<file path="src/design/lsu_pkg.sv">
////////////////////
// widths and encodings shared by the load/store unit
// the data path is fixed at 32 bits with four byte lanes
// size codes 2'b10 and 2'b11 both select a byte access
////////////////////
package lsu_pkg;

  ////////////////////
  // widths
  ////////////////////

  localparam int unsigned DataW = 32;        // bus and register word
  localparam int unsigned BeW   = DataW / 8; // one enable per byte lane

  ////////////////////
  // access size
  ////////////////////

  // encoding follows the execute stage, byte has two codes
  typedef enum logic [1:0] {
    LSU_WORD   = 2'b00,
    LSU_HALF   = 2'b01,
    LSU_BYTE   = 2'b10,
    LSU_BYTE_X = 2'b11 // alternate byte code
  } lsu_type_e;

  // byte position inside a bus word
  typedef logic [1:0] lsu_offset_t;

  ////////////////////
  // bus word views
  ////////////////////

  // one bus word, read either lane by lane or half by half
  // b[0] and h[0] are the low end of the word
  typedef union packed {
    logic [BeW-1:0][7:0] b; // byte lanes
    logic [1:0][15:0]    h; // half words
  } lsu_word_u;

endpackage

</file>
<file path="src/design/lsu_store_align.sv">
////////////////////
// byte enables and store data lanes for one bus access
// purely combinational, the offset must be the one of the first part
// also while the second part of a split is on the bus
////////////////////
`timescale 1ns/100ps

module lsu_store_align (
  input  lsu_pkg::lsu_offset_t      addr_offset_i, // byte offset of the access
  input  lsu_pkg::lsu_type_e        lsu_type_i,    // word, half or byte
  input  logic                      second_part_i, // second bus access of a split
  input  logic [lsu_pkg::DataW-1:0] lsu_wdata_i,   // store data, lsb aligned
  output logic [lsu_pkg::BeW-1:0]   data_be_o,
  output logic [lsu_pkg::DataW-1:0] data_wdata_o
);

  import lsu_pkg::*;

  logic [BeW-1:0]   size_mask; // lanes touched when the offset is zero
  logic [2*BeW-1:0] lane_span; // same lanes moved to the offset, over two words

  ////////////////////
  // byte enables
  ////////////////////

  always_comb begin
    unique case (lsu_type_i)
      LSU_WORD: size_mask = 4'b1111;
      LSU_HALF: size_mask = 4'b0011;
      default:  size_mask = 4'b0001; // both byte codes
    endcase
  end

  // shifting into a double word puts the spill of a misaligned access
  // in the upper half, which is exactly the low lanes of the next word
  //   word off 1  -> 1110 then 0001
  //   word off 3  -> 1000 then 0111
  //   half off 3  -> 1000 then 0001
  assign lane_span = {{BeW{1'b0}}, size_mask} << addr_offset_i;

  // first part takes the lower word, second part the leftover lanes
  assign data_be_o = second_part_i ? lane_span[2*BeW-1:BeW] : lane_span[BeW-1:0];

  ////////////////////
  // store data
  ////////////////////

  // rotate left by the offset so byte 0 lands in its lane
  // bytes that wrap around end up in the low lanes, ready for part two
  always_comb begin
    unique case (addr_offset_i)
      2'd0: data_wdata_o = lsu_wdata_i;
      2'd1: data_wdata_o = {lsu_wdata_i[23:0], lsu_wdata_i[31:24]};
      2'd2: data_wdata_o = {lsu_wdata_i[15:0], lsu_wdata_i[31:16]};
      2'd3: data_wdata_o = {lsu_wdata_i[7:0], lsu_wdata_i[31:8]};
      default: begin
        data_wdata_o = lsu_wdata_i;
      end
    endcase
  end

endmodule

</file>
<file path="src/design/lsu_load_align.sv">
////////////////////
// load data assembly from one or two bus words
// result is valid in the rvalid cycle of the last bus word
// the offset is taken on the first grant and must not change after it
////////////////////
`timescale 1ns/100ps

module lsu_load_align (
  input  logic                      clk_i,
  input  logic                      rst_ni,
  input  logic                      ctrl_update_i,  // capture size, offset, sign
  input  logic                      rdata_update_i, // capture first bus word
  input  lsu_pkg::lsu_offset_t      addr_offset_i,
  input  lsu_pkg::lsu_type_e        lsu_type_i,
  input  logic                      lsu_sign_ext_i,
  input  logic [lsu_pkg::DataW-1:0] data_rdata_i,
  output logic [lsu_pkg::DataW-1:0] lsu_rdata_o
);

  import lsu_pkg::*;

  lsu_offset_t      offset_q;   // offset of the access in flight
  lsu_type_e        type_q;     // size of the access in flight
  logic             sign_ext_q;
  logic [DataW-1:8] rdata_q;    // upper three bytes of the first word

  lsu_word_u        cur_w;      // word on the bus this cycle
  lsu_word_u        prev_w;     // captured first word of a split
  logic [DataW-1:0] word_rdata;
  logic [15:0]      half_rdata;
  logic [7:0]       byte_rdata;

  ////////////////////
  // access registers
  ////////////////////

  always_ff @(posedge clk_i or negedge rst_ni) begin
    if (!rst_ni) begin
      offset_q   <= '0;
      type_q     <= LSU_WORD;
      sign_ext_q <= 1'b0;
    end else if (ctrl_update_i) begin
      offset_q   <= addr_offset_i;
      type_q     <= lsu_type_i;
      sign_ext_q <= lsu_sign_ext_i;
    end
  end

  // byte 0 of the first word never reaches the result
  always_ff @(posedge clk_i) begin
    if (rdata_update_i) begin
      rdata_q <= data_rdata_i[DataW-1:8];
    end
  end

  assign cur_w  = data_rdata_i;
  assign prev_w = {rdata_q, 8'h00};

  ////////////////////
  // realignment
  ////////////////////

  // low bytes come from the first word, high bytes from the second
  always_comb begin
    unique case (offset_q)
      2'd1:    word_rdata = {cur_w.b[0], prev_w.b[3], prev_w.b[2], prev_w.b[1]};
      2'd2:    word_rdata = {cur_w.h[0], prev_w.h[1]};
      2'd3:    word_rdata = {cur_w.b[2], cur_w.b[1], cur_w.b[0], prev_w.b[3]};
      default: word_rdata = cur_w; // aligned, single access
    endcase
  end

  always_comb begin
    unique case (offset_q)
      2'd0:    half_rdata = cur_w.h[0];
      2'd1:    half_rdata = {cur_w.b[2], cur_w.b[1]};
      2'd2:    half_rdata = cur_w.h[1];
      default: half_rdata = {cur_w.b[0], prev_w.b[3]}; // spans two words
    endcase
  end

  assign byte_rdata = cur_w.b[offset_q]; // a byte never splits

  ////////////////////
  // extension
  ////////////////////

  always_comb begin
    unique case (type_q)
      LSU_WORD: lsu_rdata_o = word_rdata;
      LSU_HALF: lsu_rdata_o = {{16{sign_ext_q & half_rdata[15]}}, half_rdata};
      default:  lsu_rdata_o = {{24{sign_ext_q & byte_rdata[7]}}, byte_rdata};
    endcase
  end

endmodule

</file>
<file path="src/design/lsu_ctrl_fsm.sv">
////////////////////
// transaction control of the load/store unit
// at most two bus accesses are outstanding, responses return in order
// while addr_incr_req_o is high addr_i must hold the aligned address plus 4
////////////////////
`timescale 1ns/100ps

module lsu_ctrl_fsm #(
  parameter int unsigned AddrW = 32
) (
  input  logic                 clk_i,
  input  logic                 rst_ni,
  input  logic                 lsu_req_i,
  input  logic                 lsu_we_i,
  input  lsu_pkg::lsu_type_e   lsu_type_i,
  input  logic [AddrW-1:0]     addr_i,         // computed address from execute
  input  logic                 data_gnt_i,
  input  logic                 data_rvalid_i,
  input  logic                 data_err_i,
  output logic                 data_req_o,
  output logic [AddrW-1:0]     data_addr_o,
  output logic                 data_we_o,
  output lsu_pkg::lsu_offset_t addr_offset_o,  // offset for the lane logic
  output logic                 second_part_o,
  output logic                 ctrl_update_o,
  output logic                 rdata_update_o,
  output logic                 addr_incr_req_o,
  output logic [AddrW-1:0]     addr_last_o,    // for trap reporting
  output logic                 lsu_resp_valid_o,
  output logic                 lsu_rdata_valid_o,
  output logic                 load_err_o,
  output logic                 store_err_o,
  output logic                 busy_o
);

  import lsu_pkg::*;

  typedef enum logic [2:0] {
    IDLE,             // no grant pending
    WAIT_GNT_MIS,     // split, first grant pending
    WAIT_RVALID_MIS,  // split, second request out, first rvalid pending
    WAIT_GNT,         // single grant pending, either unsplit or second part
    WAIT_RVALID_DONE  // both grants seen, first rvalid pending
  } ls_state_e;

  ls_state_e        state_q, state_d;
  lsu_offset_t      data_offset;
  lsu_offset_t      offset_q;         // first part offset, held over the split
  logic             split_access;
  logic             second_part_q, second_part_d;
  logic             err_q, err_d;     // error seen on the first part
  logic             we_q;             // direction of the access in flight
  logic             addr_update;
  logic [AddrW-1:0] addr_aligned;
  logic [AddrW-1:0] addr_last_q;
  logic             resp_err;

  assign data_offset  = addr_i[1:0];
  assign addr_aligned = {addr_i[AddrW-1:2], 2'b00};

  // misaligned word, or half word that crosses the word boundary
  assign split_access = ((lsu_type_i == LSU_WORD) && (data_offset != 2'd0)) ||
                        ((lsu_type_i == LSU_HALF) && (data_offset == 2'd3));

  ////////////////////
  // next state
  ////////////////////

  always_comb begin
    state_d         = state_q;
    second_part_d   = second_part_q;
    err_d           = err_q;
    data_req_o      = 1'b0;
    addr_incr_req_o = 1'b0;
    ctrl_update_o   = 1'b0;
    rdata_update_o  = 1'b0;
    addr_update     = 1'b0;

    unique case (state_q)
      IDLE: begin
        if (lsu_req_i) begin
          data_req_o = 1'b1;
          err_d      = 1'b0;
          if (data_gnt_i) begin
            ctrl_update_o = 1'b1;
            addr_update   = 1'b1;
            second_part_d = split_access;
            state_d       = split_access ? WAIT_RVALID_MIS : IDLE;
          end else begin
            state_d       = split_access ? WAIT_GNT_MIS : WAIT_GNT;
          end
        end
      end
      WAIT_GNT_MIS: begin
        data_req_o = 1'b1;
        if (data_gnt_i) begin
          ctrl_update_o = 1'b1;
          addr_update   = 1'b1;
          second_part_d = 1'b1;
          state_d       = WAIT_RVALID_MIS;
        end
      end
      WAIT_RVALID_MIS: begin
        data_req_o      = 1'b1; // second part goes out right away
        addr_incr_req_o = 1'b1;
        if (data_rvalid_i) begin
          err_d          = data_err_i;
          rdata_update_o = ~we_q;
          addr_update    = data_gnt_i & ~data_err_i; // keep a failing first address
          second_part_d  = ~data_gnt_i;
          state_d        = data_gnt_i ? IDLE : WAIT_GNT;
        end else if (data_gnt_i) begin
          second_part_d = 1'b0;
          state_d       = WAIT_RVALID_DONE;
        end
      end
      WAIT_GNT: begin
        data_req_o      = 1'b1;
        addr_incr_req_o = second_part_q;
        if (data_gnt_i) begin
          ctrl_update_o = ~second_part_q; // second part keeps the first offset
          addr_update   = ~err_q;
          second_part_d = 1'b0;
          state_d       = IDLE;
        end
      end
      WAIT_RVALID_DONE: begin
        addr_incr_req_o = 1'b1; // second address still needed for addr_last
        if (data_rvalid_i) begin
          err_d          = data_err_i;
          rdata_update_o = ~we_q;
          addr_update    = ~data_err_i;
          state_d        = IDLE;
        end
      end
      default: state_d = IDLE;
    endcase
  end

  ////////////////////
  // registers
  ////////////////////

  always_ff @(posedge clk_i or negedge rst_ni) begin
    if (!rst_ni) begin
      state_q       <= IDLE;
      second_part_q <= 1'b0;
      err_q         <= 1'b0;
      we_q          <= 1'b0;
      offset_q      <= '0;
      addr_last_q   <= '0;
    end else begin
      state_q       <= state_d;
      second_part_q <= second_part_d;
      err_q         <= err_d;
      if (ctrl_update_o) begin
        we_q     <= lsu_we_i;
        offset_q <= data_offset;
      end
      if (addr_update) begin
        // second part records its aligned word, first part the exact address
        addr_last_q <= addr_incr_req_o ? addr_aligned : addr_i;
      end
    end
  end

  ////////////////////
  // outputs
  ////////////////////

  assign data_addr_o   = addr_aligned;
  assign data_we_o     = lsu_we_i;
  assign second_part_o = second_part_q;
  assign addr_offset_o = second_part_q ? offset_q : data_offset;
  assign addr_last_o   = addr_last_q;
  assign busy_o        = (state_q != IDLE);

  // last rvalid of an access always lands in IDLE
  assign resp_err          = err_q | data_err_i;
  assign lsu_resp_valid_o  = data_rvalid_i & (state_q == IDLE);
  assign lsu_rdata_valid_o = lsu_resp_valid_o & ~resp_err & ~we_q;
  assign load_err_o        = lsu_resp_valid_o & resp_err & ~we_q;
  assign store_err_o       = lsu_resp_valid_o & resp_err & we_q;

endmodule

</file>
<file path="src/design/lsu_top.sv">
////////////////////
// load/store unit, execute side to req/gnt/rvalid data bus
// one request at a time, inputs held until lsu_resp_valid_o
// word and offset-3 half accesses go out as two aligned bus words
////////////////////
`timescale 1ns/100ps

module lsu_top #(
  parameter int unsigned AddrW = 32
) (
  input  logic                      clk_i,
  input  logic                      rst_ni,

  // execute stage
  input  logic                      lsu_req_i,         // single-cycle request
  input  logic                      lsu_we_i,
  input  lsu_pkg::lsu_type_e        lsu_type_i,
  input  logic [lsu_pkg::DataW-1:0] lsu_wdata_i,
  input  logic                      lsu_sign_ext_i,
  input  logic [AddrW-1:0]          addr_i,
  output logic [lsu_pkg::DataW-1:0] lsu_rdata_o,
  output logic                      lsu_rdata_valid_o,
  output logic                      lsu_resp_valid_o,  // end of the access
  output logic                      load_err_o,
  output logic                      store_err_o,
  output logic                      addr_incr_req_o,   // present next word address
  output logic [AddrW-1:0]          addr_last_o,
  output logic                      busy_o,

  // data bus
  output logic                      data_req_o,
  output logic [AddrW-1:0]          data_addr_o,       // always word aligned
  output logic                      data_we_o,
  output logic [lsu_pkg::BeW-1:0]   data_be_o,
  output logic [lsu_pkg::DataW-1:0] data_wdata_o,
  input  logic                      data_gnt_i,
  input  logic                      data_rvalid_i,
  input  logic [lsu_pkg::DataW-1:0] data_rdata_i,
  input  logic                      data_err_i
);

  import lsu_pkg::*;

  lsu_offset_t lane_offset;  // held across a split by the FSM
  logic        second_part;
  logic        ctrl_update;
  logic        rdata_update;

  lsu_ctrl_fsm #(
    .AddrW (AddrW)
  ) u_ctrl_fsm (
    .clk_i             (clk_i),
    .rst_ni            (rst_ni),
    .lsu_req_i         (lsu_req_i),
    .lsu_we_i          (lsu_we_i),
    .lsu_type_i        (lsu_type_i),
    .addr_i            (addr_i),
    .data_gnt_i        (data_gnt_i),
    .data_rvalid_i     (data_rvalid_i),
    .data_err_i        (data_err_i),
    .data_req_o        (data_req_o),
    .data_addr_o       (data_addr_o),
    .data_we_o         (data_we_o),
    .addr_offset_o     (lane_offset),
    .second_part_o     (second_part),
    .ctrl_update_o     (ctrl_update),
    .rdata_update_o    (rdata_update),
    .addr_incr_req_o   (addr_incr_req_o),
    .addr_last_o       (addr_last_o),
    .lsu_resp_valid_o  (lsu_resp_valid_o),
    .lsu_rdata_valid_o (lsu_rdata_valid_o),
    .load_err_o        (load_err_o),
    .store_err_o       (store_err_o),
    .busy_o            (busy_o)
  );

  lsu_store_align u_store_align (
    .addr_offset_i (lane_offset),
    .lsu_type_i    (lsu_type_i),
    .second_part_i (second_part),
    .lsu_wdata_i   (lsu_wdata_i),
    .data_be_o     (data_be_o),
    .data_wdata_o  (data_wdata_o)
  );

  // offset only sampled on a first-part grant, so addr_i is safe here
  lsu_load_align u_load_align (
    .clk_i          (clk_i),
    .rst_ni         (rst_ni),
    .ctrl_update_i  (ctrl_update),
    .rdata_update_i (rdata_update),
    .addr_offset_i  (addr_i[1:0]),
    .lsu_type_i     (lsu_type_i),
    .lsu_sign_ext_i (lsu_sign_ext_i),
    .data_rdata_i   (data_rdata_i),
    .lsu_rdata_o    (lsu_rdata_o)
  );

endmodule

</file>
<file path="config.mk">
export PLATFORM = sky130hd
export DESIGN_NAME = lsu_top
export DESIGN_NICKNAME = d
export VERILOG_FILES = /design/src/design/lsu_pkg.sv /design/src/design/lsu_store_align.sv /design/src/design/lsu_load_align.sv /design/src/design/lsu_ctrl_fsm.sv /design/src/design/lsu_top.sv
export SDC_FILE = /design/constraint.sdc
export NUM_CORES = 1
export LEC_CHECK = 0
export ABC_AREA = 1
export BUFFER_PORTS_ARGS = -buffer_cell sky130_fd_sc_hd__buf_2
export CAP_MARGIN = 25
export CORE_MARGIN = 2
export CORE_UTILIZATION = 25
export CTS_CLUSTER_DIAMETER = 50
export DETAILED_ROUTE_END_ITERATION = 12
export HOLD_SLACK_MARGIN = 0.05
export PLACE_DENSITY = 0.54
export SYNTH_ARGS = -nofsm -noshare
export SYNTH_HDL_FRONTEND = slang
export SYNTH_HIERARCHICAL = 1
export SYNTH_SLANG_ARGS = --single-unit
</file>
<file path="constraint.sdc">
create_clock -name clk_i -period 3.05 [get_ports clk_i]
set_input_delay 0.61 -clock clk_i [delete_from_list [all_inputs] [get_ports clk_i]]
set_output_delay 0.61 -clock clk_i [all_outputs]
set_load 0.05 [all_outputs]
</file>
==> metrics.yaml, run 1 <==
worst_setup_path:
  r2r-end: "u_load_align/rdata_q[31]"
  path_max_fanout: 24
  startpoint: "u_load_align/offset_q[0]"
  crit_end: "lsu_rdata_o[28]"
  critical_path_arrival_ps: 2340
  reg2reg_depth: 6
  r2r_slack_ps: 1140
  endpoint_kind: "primary output"
  worstSetupPathType: "reg2out"
  required_ps: 2440
  cp-start-kind: "register"
  r2r_start: "u_ctrl_fsm/state_q[1]"
  cp_common_cell: "nand2_2"
  cpPeakStageDelay_ps: 510
  crit_chain: "buf_4 -> o21ai_1 -> nand2_2 -> nand2_2 -> nand3_4 -> nand3_1 -> buf_2"
  cp_slowest_cell: "dfrtp_2"
sta:
  fmax_ghz: 0.3395
  clock_skew_ps: 9.062
  post-route-period-util_pct: 96.56
  tightest_slew_ps: 759.2
  maxSlewHeadroom_pct: 49.33
  drv_slew: 0
  finalSetupViolations: 0
  rsz0062_at_grt: "yes"
  tns_ps: 0
  finalCriticalPeriod_ps: 2945
  hold_viol: 0
yosys:
  synthCells: 923
  synth_area_um2: 6213
  synth.most_common_cell: "nand2_1"
  syn-mean-instance-area_um2: 6.732
  synth_area_leaders: "dfrtp_1 18%, nand2_1 18%, nand3_1 17%"
  async_reset_ff_share_pct: 65.22
  ys_ff_latch: 69
  yosysTopAreaCell: "dfrtp_1"
  netlist_top_cells_count: "299 x nand2_1, 210 x nand3_1, 57 x nand4_1"
  synth_cell_type_count: 33
  synth_seq_area_share_pct: 29.72
  yosys_warnings: 6
  yosys.area.top_type_share_pct: 18.12
  ys.flop_type: "dfrtp_1"
  synth_edf_count: 24
route:
  drt-wirelength-per-cell_um: 15.58
  first_pass_iters: 6
  drt_iter0_drc: 698
  routed_wl_mm: 22.26
  drt_drc_violations_left: 0
  ant_nets: 0
  vias: 7139
  avgViaCountPerCell: 4.996
cts:
  post-cts-setup-buffers: 0
  cts_max_path_buffers: 2
  cts_tree: "yes"
  clk_pin_slew_worst_paths_ps: 60
  clk_root_buffer_cell: "clkbuf_16"
  clock-sinks: 69
  cts_buffers: 9
  clk-insertion-delay-late_ps: 340
  cts.htree.levels: 3
place:
  port_buffers: 243
  hpwl_mm: 15.75
  gp_congestion: 0.8951
  dpl_cell_area_um2: 7361
finish:
  regArea_um2: 1849
  num_antenna_cells: 0
  drive_gt1_share_pct: 30.14
  final_cell_area_um2: 7672
  fin_util_pct: 31.46
  areaGrowthSynthToFinish_pct: 23.48
  multi_input_area_um2: 3503
  num-nets-final: 1207
  n_fill_cell: 2739
floorplan:
  num_io_pins: 246
  fp.dieH_um: 161.7
  die-width_um: 161.7
  start_util_pct: 25.47
  placementRows: 57
  dieArea_um2: 26130
  core_um2: 24390
hold_path:
  hold_class: "in2async"
global_routing:
  track_usage_pct: 16.25
  grt_pass1_vias: 6444
  grt_pass1_wl_mm: 34.42
  grt_max_degree: 69
  antenna_found_initial: 1
  grt_overflow_total: 0
run_status:
  outcome: "complete, no violations"
job:
  max_cap_violations: 0
[per-layer routing]
| metal | up-vias | track usage, % | share of wire [%] |
|---|---|---|---|
| li1 | 3466 | - | - |
| met1 | 3316 | 22.25 | 45 |
| met2 | 323 | 26.38 | 46 |
| met3 | 32 | 3.218 | 7.3 |
| met4 | 2 | 4.023 | 1.6 |
| met5 | - | 0 | 0.058 |
[cell usage in the layout (no fill, tap or decap), types with 2 or more instances in the layout]
master,instances
clkbuf_8,2
nor2_4,4
nand2_1,299
edfxtp_1,24
inv_2,4
nand4_1,57
nand2_2,3
nand3_4,2
buf_4,19
inv_4,2
buf_12,3
conb_1,2
clkinv_2,3
o21ai_0,27
nor3_2,2
buf_2,242
nand3_2,20
inv_1,42
a21oi_1,24
dfrtp_1,43
nor2_2,4
dfrtp_2,2
o211ai_1,17
clkbuf_16,9
nand3_1,210
nor2_1,21
o21ai_4,2
o21ai_1,4
nand2_4,2
[metrics by stage]
stage | setup slack, ps | hold WS, ps | std cells
after floorplan | 29.63 | 314.4 | 924
after detailed placement | 276.0 | 487.9 | 1413
after global placement | 294.1 | 485.5 | 1413
after global routing | -21.27 | 148.1 | 1429
after CTS | -12.24 | 136.1 | 1428
final | 104.8 | 138.4 | 1429
[how the worst min path moves through the flow]
stage / start / to / slack (ps) / depth (start not counted)
3_3_place_gp: u_ctrl_fsm/addr_last_o[7] / u_ctrl_fsm/addr_last_o[7] / 490 / 2
4_1_cts: rst_ni / u_ctrl_fsm/offset_q[1] / 140 / 1
3_5_place_dp: u_ctrl_fsm/addr_last_o[24] / u_ctrl_fsm/addr_last_o[24] / 490 / 2
2_1_floorplan: rst_ni / u_ctrl_fsm/addr_last_o[0] / 310 / 0
5_1_grt: rst_ni / u_ctrl_fsm/offset_q[1] / 150 / 1
6_report: rst_ni / u_ctrl_fsm/offset_q[1] / 140 / 1
[worst max-delay path: cells and delay by family (launching register included)]
family / cells / cell delay (ps)
AND/OR/NAND/NOR: 4 / 810
flip-flops: 1 / 510
buffers and inverters: 2 / 500
AO/OA/AOI/OAI: 1 / 170
[cells by family (layout without fill, tap and decap cells)]
kind of cell	count (synthesis)	count (layout)	synth area share, %
simple gates	628	629	48.35
flops	69	69	29.72
buf+inv	149	329	14.90
mux	1	1	0.1812
other cells	1	2	0.06035
compound gates	75	75	6.786
[repair_timing]
item,in CTS,in global routing
resized for setup,0,4
gates cloned,0,1
setup endpoints to repair,2,64
pin swaps,0,1
hold buffers,0,0
[sequential cells by signal, indices dropped and copies added (netlist names)]
name                      flops
u_ctrl_fsm/addr_last_o       32
u_ctrl_fsm/err_q              1
u_ctrl_fsm/offset_q           2
u_ctrl_fsm/second_part_o      1
u_ctrl_fsm/state_q            3
u_ctrl_fsm/we_q               1
u_load_align/offset_q         2
u_load_align/rdata_q         24
u_load_align/sign_ext_q       1
u_load_align/type_q           2
[area by class of cell]
type,count,share of cell area (%)
clock buffer,11,3.294
clock inverter,4,0.6034
inverter,50,2.626
multi-input combinational,707,45.66
sequential,69,24.10
tap,324,5.284
timing repair buffer,264,18.43
Power of run 1 is not shown: default switching activity piles up to over one toggle a cycle in this logic, so the estimate is an artifact.
==> run 2, diff against run 1 <==
--- a/config.mk
+++ b/config.mk
@@ -16,5 +16,4 @@
 export PLACE_DENSITY = 0.54
 export SYNTH_ARGS = -nofsm -noshare
 export SYNTH_HDL_FRONTEND = slang
-export SYNTH_HIERARCHICAL = 1
 export SYNTH_SLANG_ARGS = --single-unit
==> run 2 against run 1 <==
  * First-iteration DRC count down 17%
  * Final cell count fell by 1.0%
  * Via count decreased by 4.9%
  * Worst setup slack better by 120 ps
  * Synthesized area is 5.3% lower
  * Sequential cell count fell by 2
  * Utilization rose by 0.70 points
==> metrics.yaml, run 2 <==
route:
  top_layer_used: "met5"
  routed_wl_mm: 21.06
  vias: 6792
  avgViaCountPerCell: 4.803
  ant_nets: 0
  wl_met3_mm: 1.751
  drt_iter0_drc: 579
  wl_met2_mm: 10.11
  drt-wirelength-per-cell_um: 14.89
  wl_met1_mm: 8.981
  first_pass_iters: 6
  drt_drc_violations_left: 0
finish:
  final_cell_area_um2: 7480
  drive_gt1_share_pct: 31.96
  num_antenna_cells: 0
  num-nets-final: 1197
  final_common_cell: "nand2_1"
  largest_reg_flops: 32
  final_cell_mix: "320 x nand2_1, 243 x buf_2, 132 x nand3_1"
  areaGrowthSynthToFinish_pct: 27.11
  fin_util_pct: 32.15
cts:
  cts_max_path_buffers: 2
  clk-insertion-delay-late_ps: 340
  cts_tree: "yes"
  cts.htree.levels: 3
  clk_root_buffer_cell: "clkbuf_16"
  clk_pin_slew_worst_paths_ps: 60
  clock-sinks: 67
  holdBufCountCts: 0
  post-cts-setup-buffers: 0
  cts_resized: 0
  cts_buffers: 9
global_routing:
  track_usage_pct: 16.54
  grt_pass1_wl_mm: 32.82
  grt_overflow_total: 0
  antenna_found_initial: 2
  grt_pass1_vias: 6349
  grt_max_degree: 35
worst_setup_path:
  required_ps: 2440
  path_max_fanout: 17
  cp-start-kind: "register"
  worstSetupPathType: "reg2out"
  endpoint_kind: "primary output"
  critical_path_arrival_ps: 2210
yosys:
  synth_area_leaders: "nand2_1 20%, dfrtp_1 18%, edfxtp_1 12%"
  ys.flop_type: "dfrtp_1"
  synth_cell_type_count: 33
  yosysTopAreaCell: "nand2_1"
  syn-mean-instance-area_um2: 6.589
  netlist_top_cells_count: "320 x nand2_1, 132 x nand3_1, 67 x nor2_1"
  synthCells: 893
  async_reset_ff_share_pct: 64.18
  synth_edf_count: 24
  synth.most_common_cell: "nand2_1"
  ys_ff_latch: 67
  synth_area_um2: 5884
  synth_seq_area_share_pct: 30.53
  yosys.area.top_type_share_pct: 20.41
  yosys_warnings: 0
place:
  dpl_cell_area_um2: 7204
  hpwl_mm: 15.50
  gp_congestion: 0.8287
  port_buffers: 243
sta:
  hold_viol: 0
  maxSlewHeadroom_pct: 65.28
  clock_skew_ps: 11.09
  rsz0062_at_grt: "no"
  finalCriticalPeriod_ps: 2822
  tightest_slew_ps: 520.2
  post-route-period-util_pct: 92.53
  drv_slew: 0
  fmax_ghz: 0.3543
  finalSetupViolations: 0
floorplan:
  start_util_pct: 25.30
  fp.dieH_um: 157.4
  num_io_pins: 246
  die-width_um: 157.4
  core_um2: 23260
  placementRows: 56
  dieArea_um2: 24780
hold_path:
  hold_class: "in2async"
run_status:
  outcome: "complete, no violations"
job:
  max_cap_violations: 0
==> run 2: final cells by class <==
type	instances	area, µm²
repair buffers	271	1464
flip-flops and latches	67	1797
well taps	319	399.1
clock inverters	6	41.29
fillers	2636	15780
clock buffers	9	225.2
inverters	45	170.2
multi-input cells	697	3383
==> run 2: kinds of logic after synthesis <==
logic type,share of synthesized area (%)
and+or+nand+nor,49.97
AOI/OAI and AO/OA,6.911
other,0.06373
DFF,30.53
buffers and inverters,12.52
==> run 2: final timing paths <==
path | endpoint | cells after the start | startpoint | slack (ps)
max in group asynchronous | u_load_align.offset_q[1] | 2 | rst_ni | 2140
setup reg to reg | u_ctrl_fsm.addr_last_o[0] | 8 | u_ctrl_fsm.state_q[0] | 1150
min in group clk_i | u_ctrl_fsm.addr_last_o[18] | 3 | addr_i[18] | 470
hold reg to reg | u_ctrl_fsm.addr_last_o[5] | 2 | u_ctrl_fsm.addr_last_o[5] | 510
setup / recovery | lsu_rdata_o[7] | 9 | u_load_align.offset_q[0] | 230
hold / removal | u_ctrl_fsm.addr_last_o[24] | 1 | rst_ni | 190
==> run 2: metrics by stage <==
stage                     setup slack, ps  setup TNS [ps]  hold WS, ps  instances
after CTS                           127.5               0        193.3       1414
after detailed placement            363.1               0        491.0       1399
after floorplan                    -5.902          -5.902        314.4        894
after global routing                17.52               0        205.6       1414
final                               227.8               0        186.3       1414
after global placement              381.7               0        488.6       1399
==> run 2: worst max-delay path: stages, from the launching register on <==
cell     delay, ps
dfrtp_1        400
buf_4          250
nand2_1        150
inv_2          220
buf_12         180
nand2_1         80
nand3_1         80
o21ai_0         70
nand3_1        140
buf_2          290
==> run 2: metal layers <==
metal  vias to the layer above  track usage [%]
li1                       3321                -
met1                      3141            21.62
met2                       303            27.32
met3                        23            4.405
met4                         4            3.593
met5                         -                0
Power of run 2 is left out for the same reason.
==> run 3, diff against run 2 <==
--- a/config.mk
+++ b/config.mk
@@ -13,7 +13,7 @@
 export CTS_CLUSTER_DIAMETER = 50
 export DETAILED_ROUTE_END_ITERATION = 12
 export HOLD_SLACK_MARGIN = 0.05
-export PLACE_DENSITY = 0.54
+export PLACE_DENSITY = 0.56
 export SYNTH_ARGS = -nofsm -noshare
 export SYNTH_HDL_FRONTEND = slang
 export SYNTH_SLANG_ARGS = --single-unit
==> constraint.sdc (replaced) <==
create_clock -name clk_i -period 2.5 [get_ports clk_i]
set_input_delay 0.5 -clock clk_i [delete_from_list [all_inputs] [get_ports clk_i]]
set_output_delay 0.5 -clock clk_i [all_outputs]
set_load 0.05 [all_outputs]
==> run 3 against run 2 <==
  * Worst setup slack lost 150 ps
  * Final cell count grew 0.64%
  * Utilization grew 2.4 points
  * Critical path type unchanged
==> metrics.yaml, run 3 (synthesis gave the netlist of run 2 again) <==
run_status:
  outcome: "complete, no violations"
route:
  vias: 6835
  avgViaCountPerCell: 4.803
  drt_iter0_drc: 499
  ant_nets: 0
  first_pass_iters: 6
  routed_wl_mm: 21.06
  drt_drc_violations_left: 0
  drt-wirelength-per-cell_um: 14.80
cts:
  cts_buffers: 9
  holdBufCountCts: 0
  cts_max_path_buffers: 2
  cts.htree.levels: 3
  clk_root_buffer_cell: "clkbuf_16"
  clk_pin_slew_worst_paths_ps: 60
  clock-sinks: 67
  cts_tree: "yes"
  clk-insertion-delay-late_ps: 340
finish:
  largest_reg_flops: 32
  areaGrowthSynthToFinish_pct: 36.68
  n_fill_cell: 2506
  num-nets-final: 1204
  drive_gt1_share_pct: 33.18
  final_cell_mix: "316 x nand2_1, 180 x buf_2, 130 x nand3_1"
  final_common_cell: "nand2_1"
  final_cell_area_um2: 8043
sta:
  fmax_ghz: 0.4122
  rsz0062_at_grt: "yes"
  maxSlewHeadroom_pct: 45.08
  finalSetupViolations: 0
  layout_setup_ws_ps: 74.06
  hold_viol: 0
  post-route-period-util_pct: 97.04
  finalCriticalPeriod_ps: 2426
  clock_skew_ps: 8.413
  tightest_slew_ps: 818.3
  drv_slew: 0
  tns_ps: 0
global_routing:
  grt_pass1_wl_mm: 32.15
  antenna_found_initial: 2
  grt_overflow_total: 0
  track_usage_pct: 16.27
  grt_max_degree: 44
  grt_pass1_vias: 6245
worst_setup_path:
  path_delay_family: "buffers and inverters"
  critPathBufInv: 4
  required_ps: 2000
  cpPeakStageDelay_ps: 500
  path_max_fanout: 8
  cp-start-kind: "register"
  worstSetupPathType: "reg2out"
  r2r_slack_ps: 590
  cp_slowest_cell: "dfrtp_2"
  endpoint_kind: "primary output"
  crit_chain: "o21ai_4 -> inv_2 -> nor2_4 -> buf_12 -> clkbuf_16 -> nand2_1 -> nand4_1 -> buf_4"
  critical_path_arrival_ps: 1930
place:
  gp_congestion: 0.8354
  dpl_cell_area_um2: 7303
  preCtsSetupSlack_ps: 98.43
  hpwl_mm: 15.26
  port_buffers: 243
floorplan:
  fp.dieH_um: 157.4
  core_um2: 23260
  placementRows: 56
  dieArea_um2: 24780
  die-width_um: 157.4
  start_util_pct: 25.30
  num_io_pins: 246
job:
  max_cap_violations: 0
hold_path:
  hold_class: "in2async"
-- run 3: changes by cell type in the layout (fill, tap and decap cells not counted), sizes merged --
cell	change
clkbuf	+12
buf	-3
clkinvlp	-2
bufinv	+1
diode	+1
-- run 3: timing repair --
item	CTS	global route
pin swaps	0	2
gates resized for setup	47	81
setup endpoints to repair	64	63
buffers inserted	0	3
gates cloned	0	3
-- run 3: final cells by class --
class,count,area (µm²),area share [%]
Timing Repair Buffer,278,1914,23.80
Clock buffer,11,254.0,3.158
Antenna cell,1,2.502,0.03111
Clock inverter,5,58.81,0.7312
Inverter,45,181.4,2.256
Tap cell,319,399.1,4.963
Multi-Input combinational cell,697,3432,42.67
Sequential cell,67,1800,22.39
-- run 3: metrics by stage --
step / instances / hold WS (ps) / utilization, %
after floorplan: 894 / 204.4 / -
after global placement: 1400 / 489.2 / 31.40
after detailed placement: 1400 / 488.8 / 31.40
after CTS: 1416 / 258.5 / 33.27
after global routing: 1423 / 290.2 / 34.57
final: 1423 / 235.2 / 34.57
-- run 3: final timing paths --
| check | start | to | depth (start not counted) |
|---|---|---|---|
| min | rst_ni | u_ctrl_fsm.addr_last_o[24] | 2 |
| min reg2reg | u_ctrl_fsm.addr_last_o[14] | u_ctrl_fsm.addr_last_o[14] | 2 |
| max reg2reg | u_ctrl_fsm.state_q[2] | u_ctrl_fsm.addr_last_o[27] | 8 |
| max | u_ctrl_fsm.second_part_o | data_wdata_o[12] | 8 |
| max in group asynchronous | rst_ni | u_load_align.offset_q[1] | 2 |
| min in group clk_i | addr_i[18] | u_ctrl_fsm.addr_last_o[18] | 3 |
-- run 3: routing by layer --
layer / track usage (%) / routed length (µm) / vias to the layer above / share of wire, %
li1: - / - / 3331 / -
met1: 21.28 / 9039 / 3147 / 43
met2: 25.95 / 9736 / 319 / 46
met3: 4.157 / 1806 / 36 / 8.6
met4: 5.714 / 471 / 2 / 2.2
met5: 0 / 7 / - / 0.033
Power of run 3 is left out for the same reason.
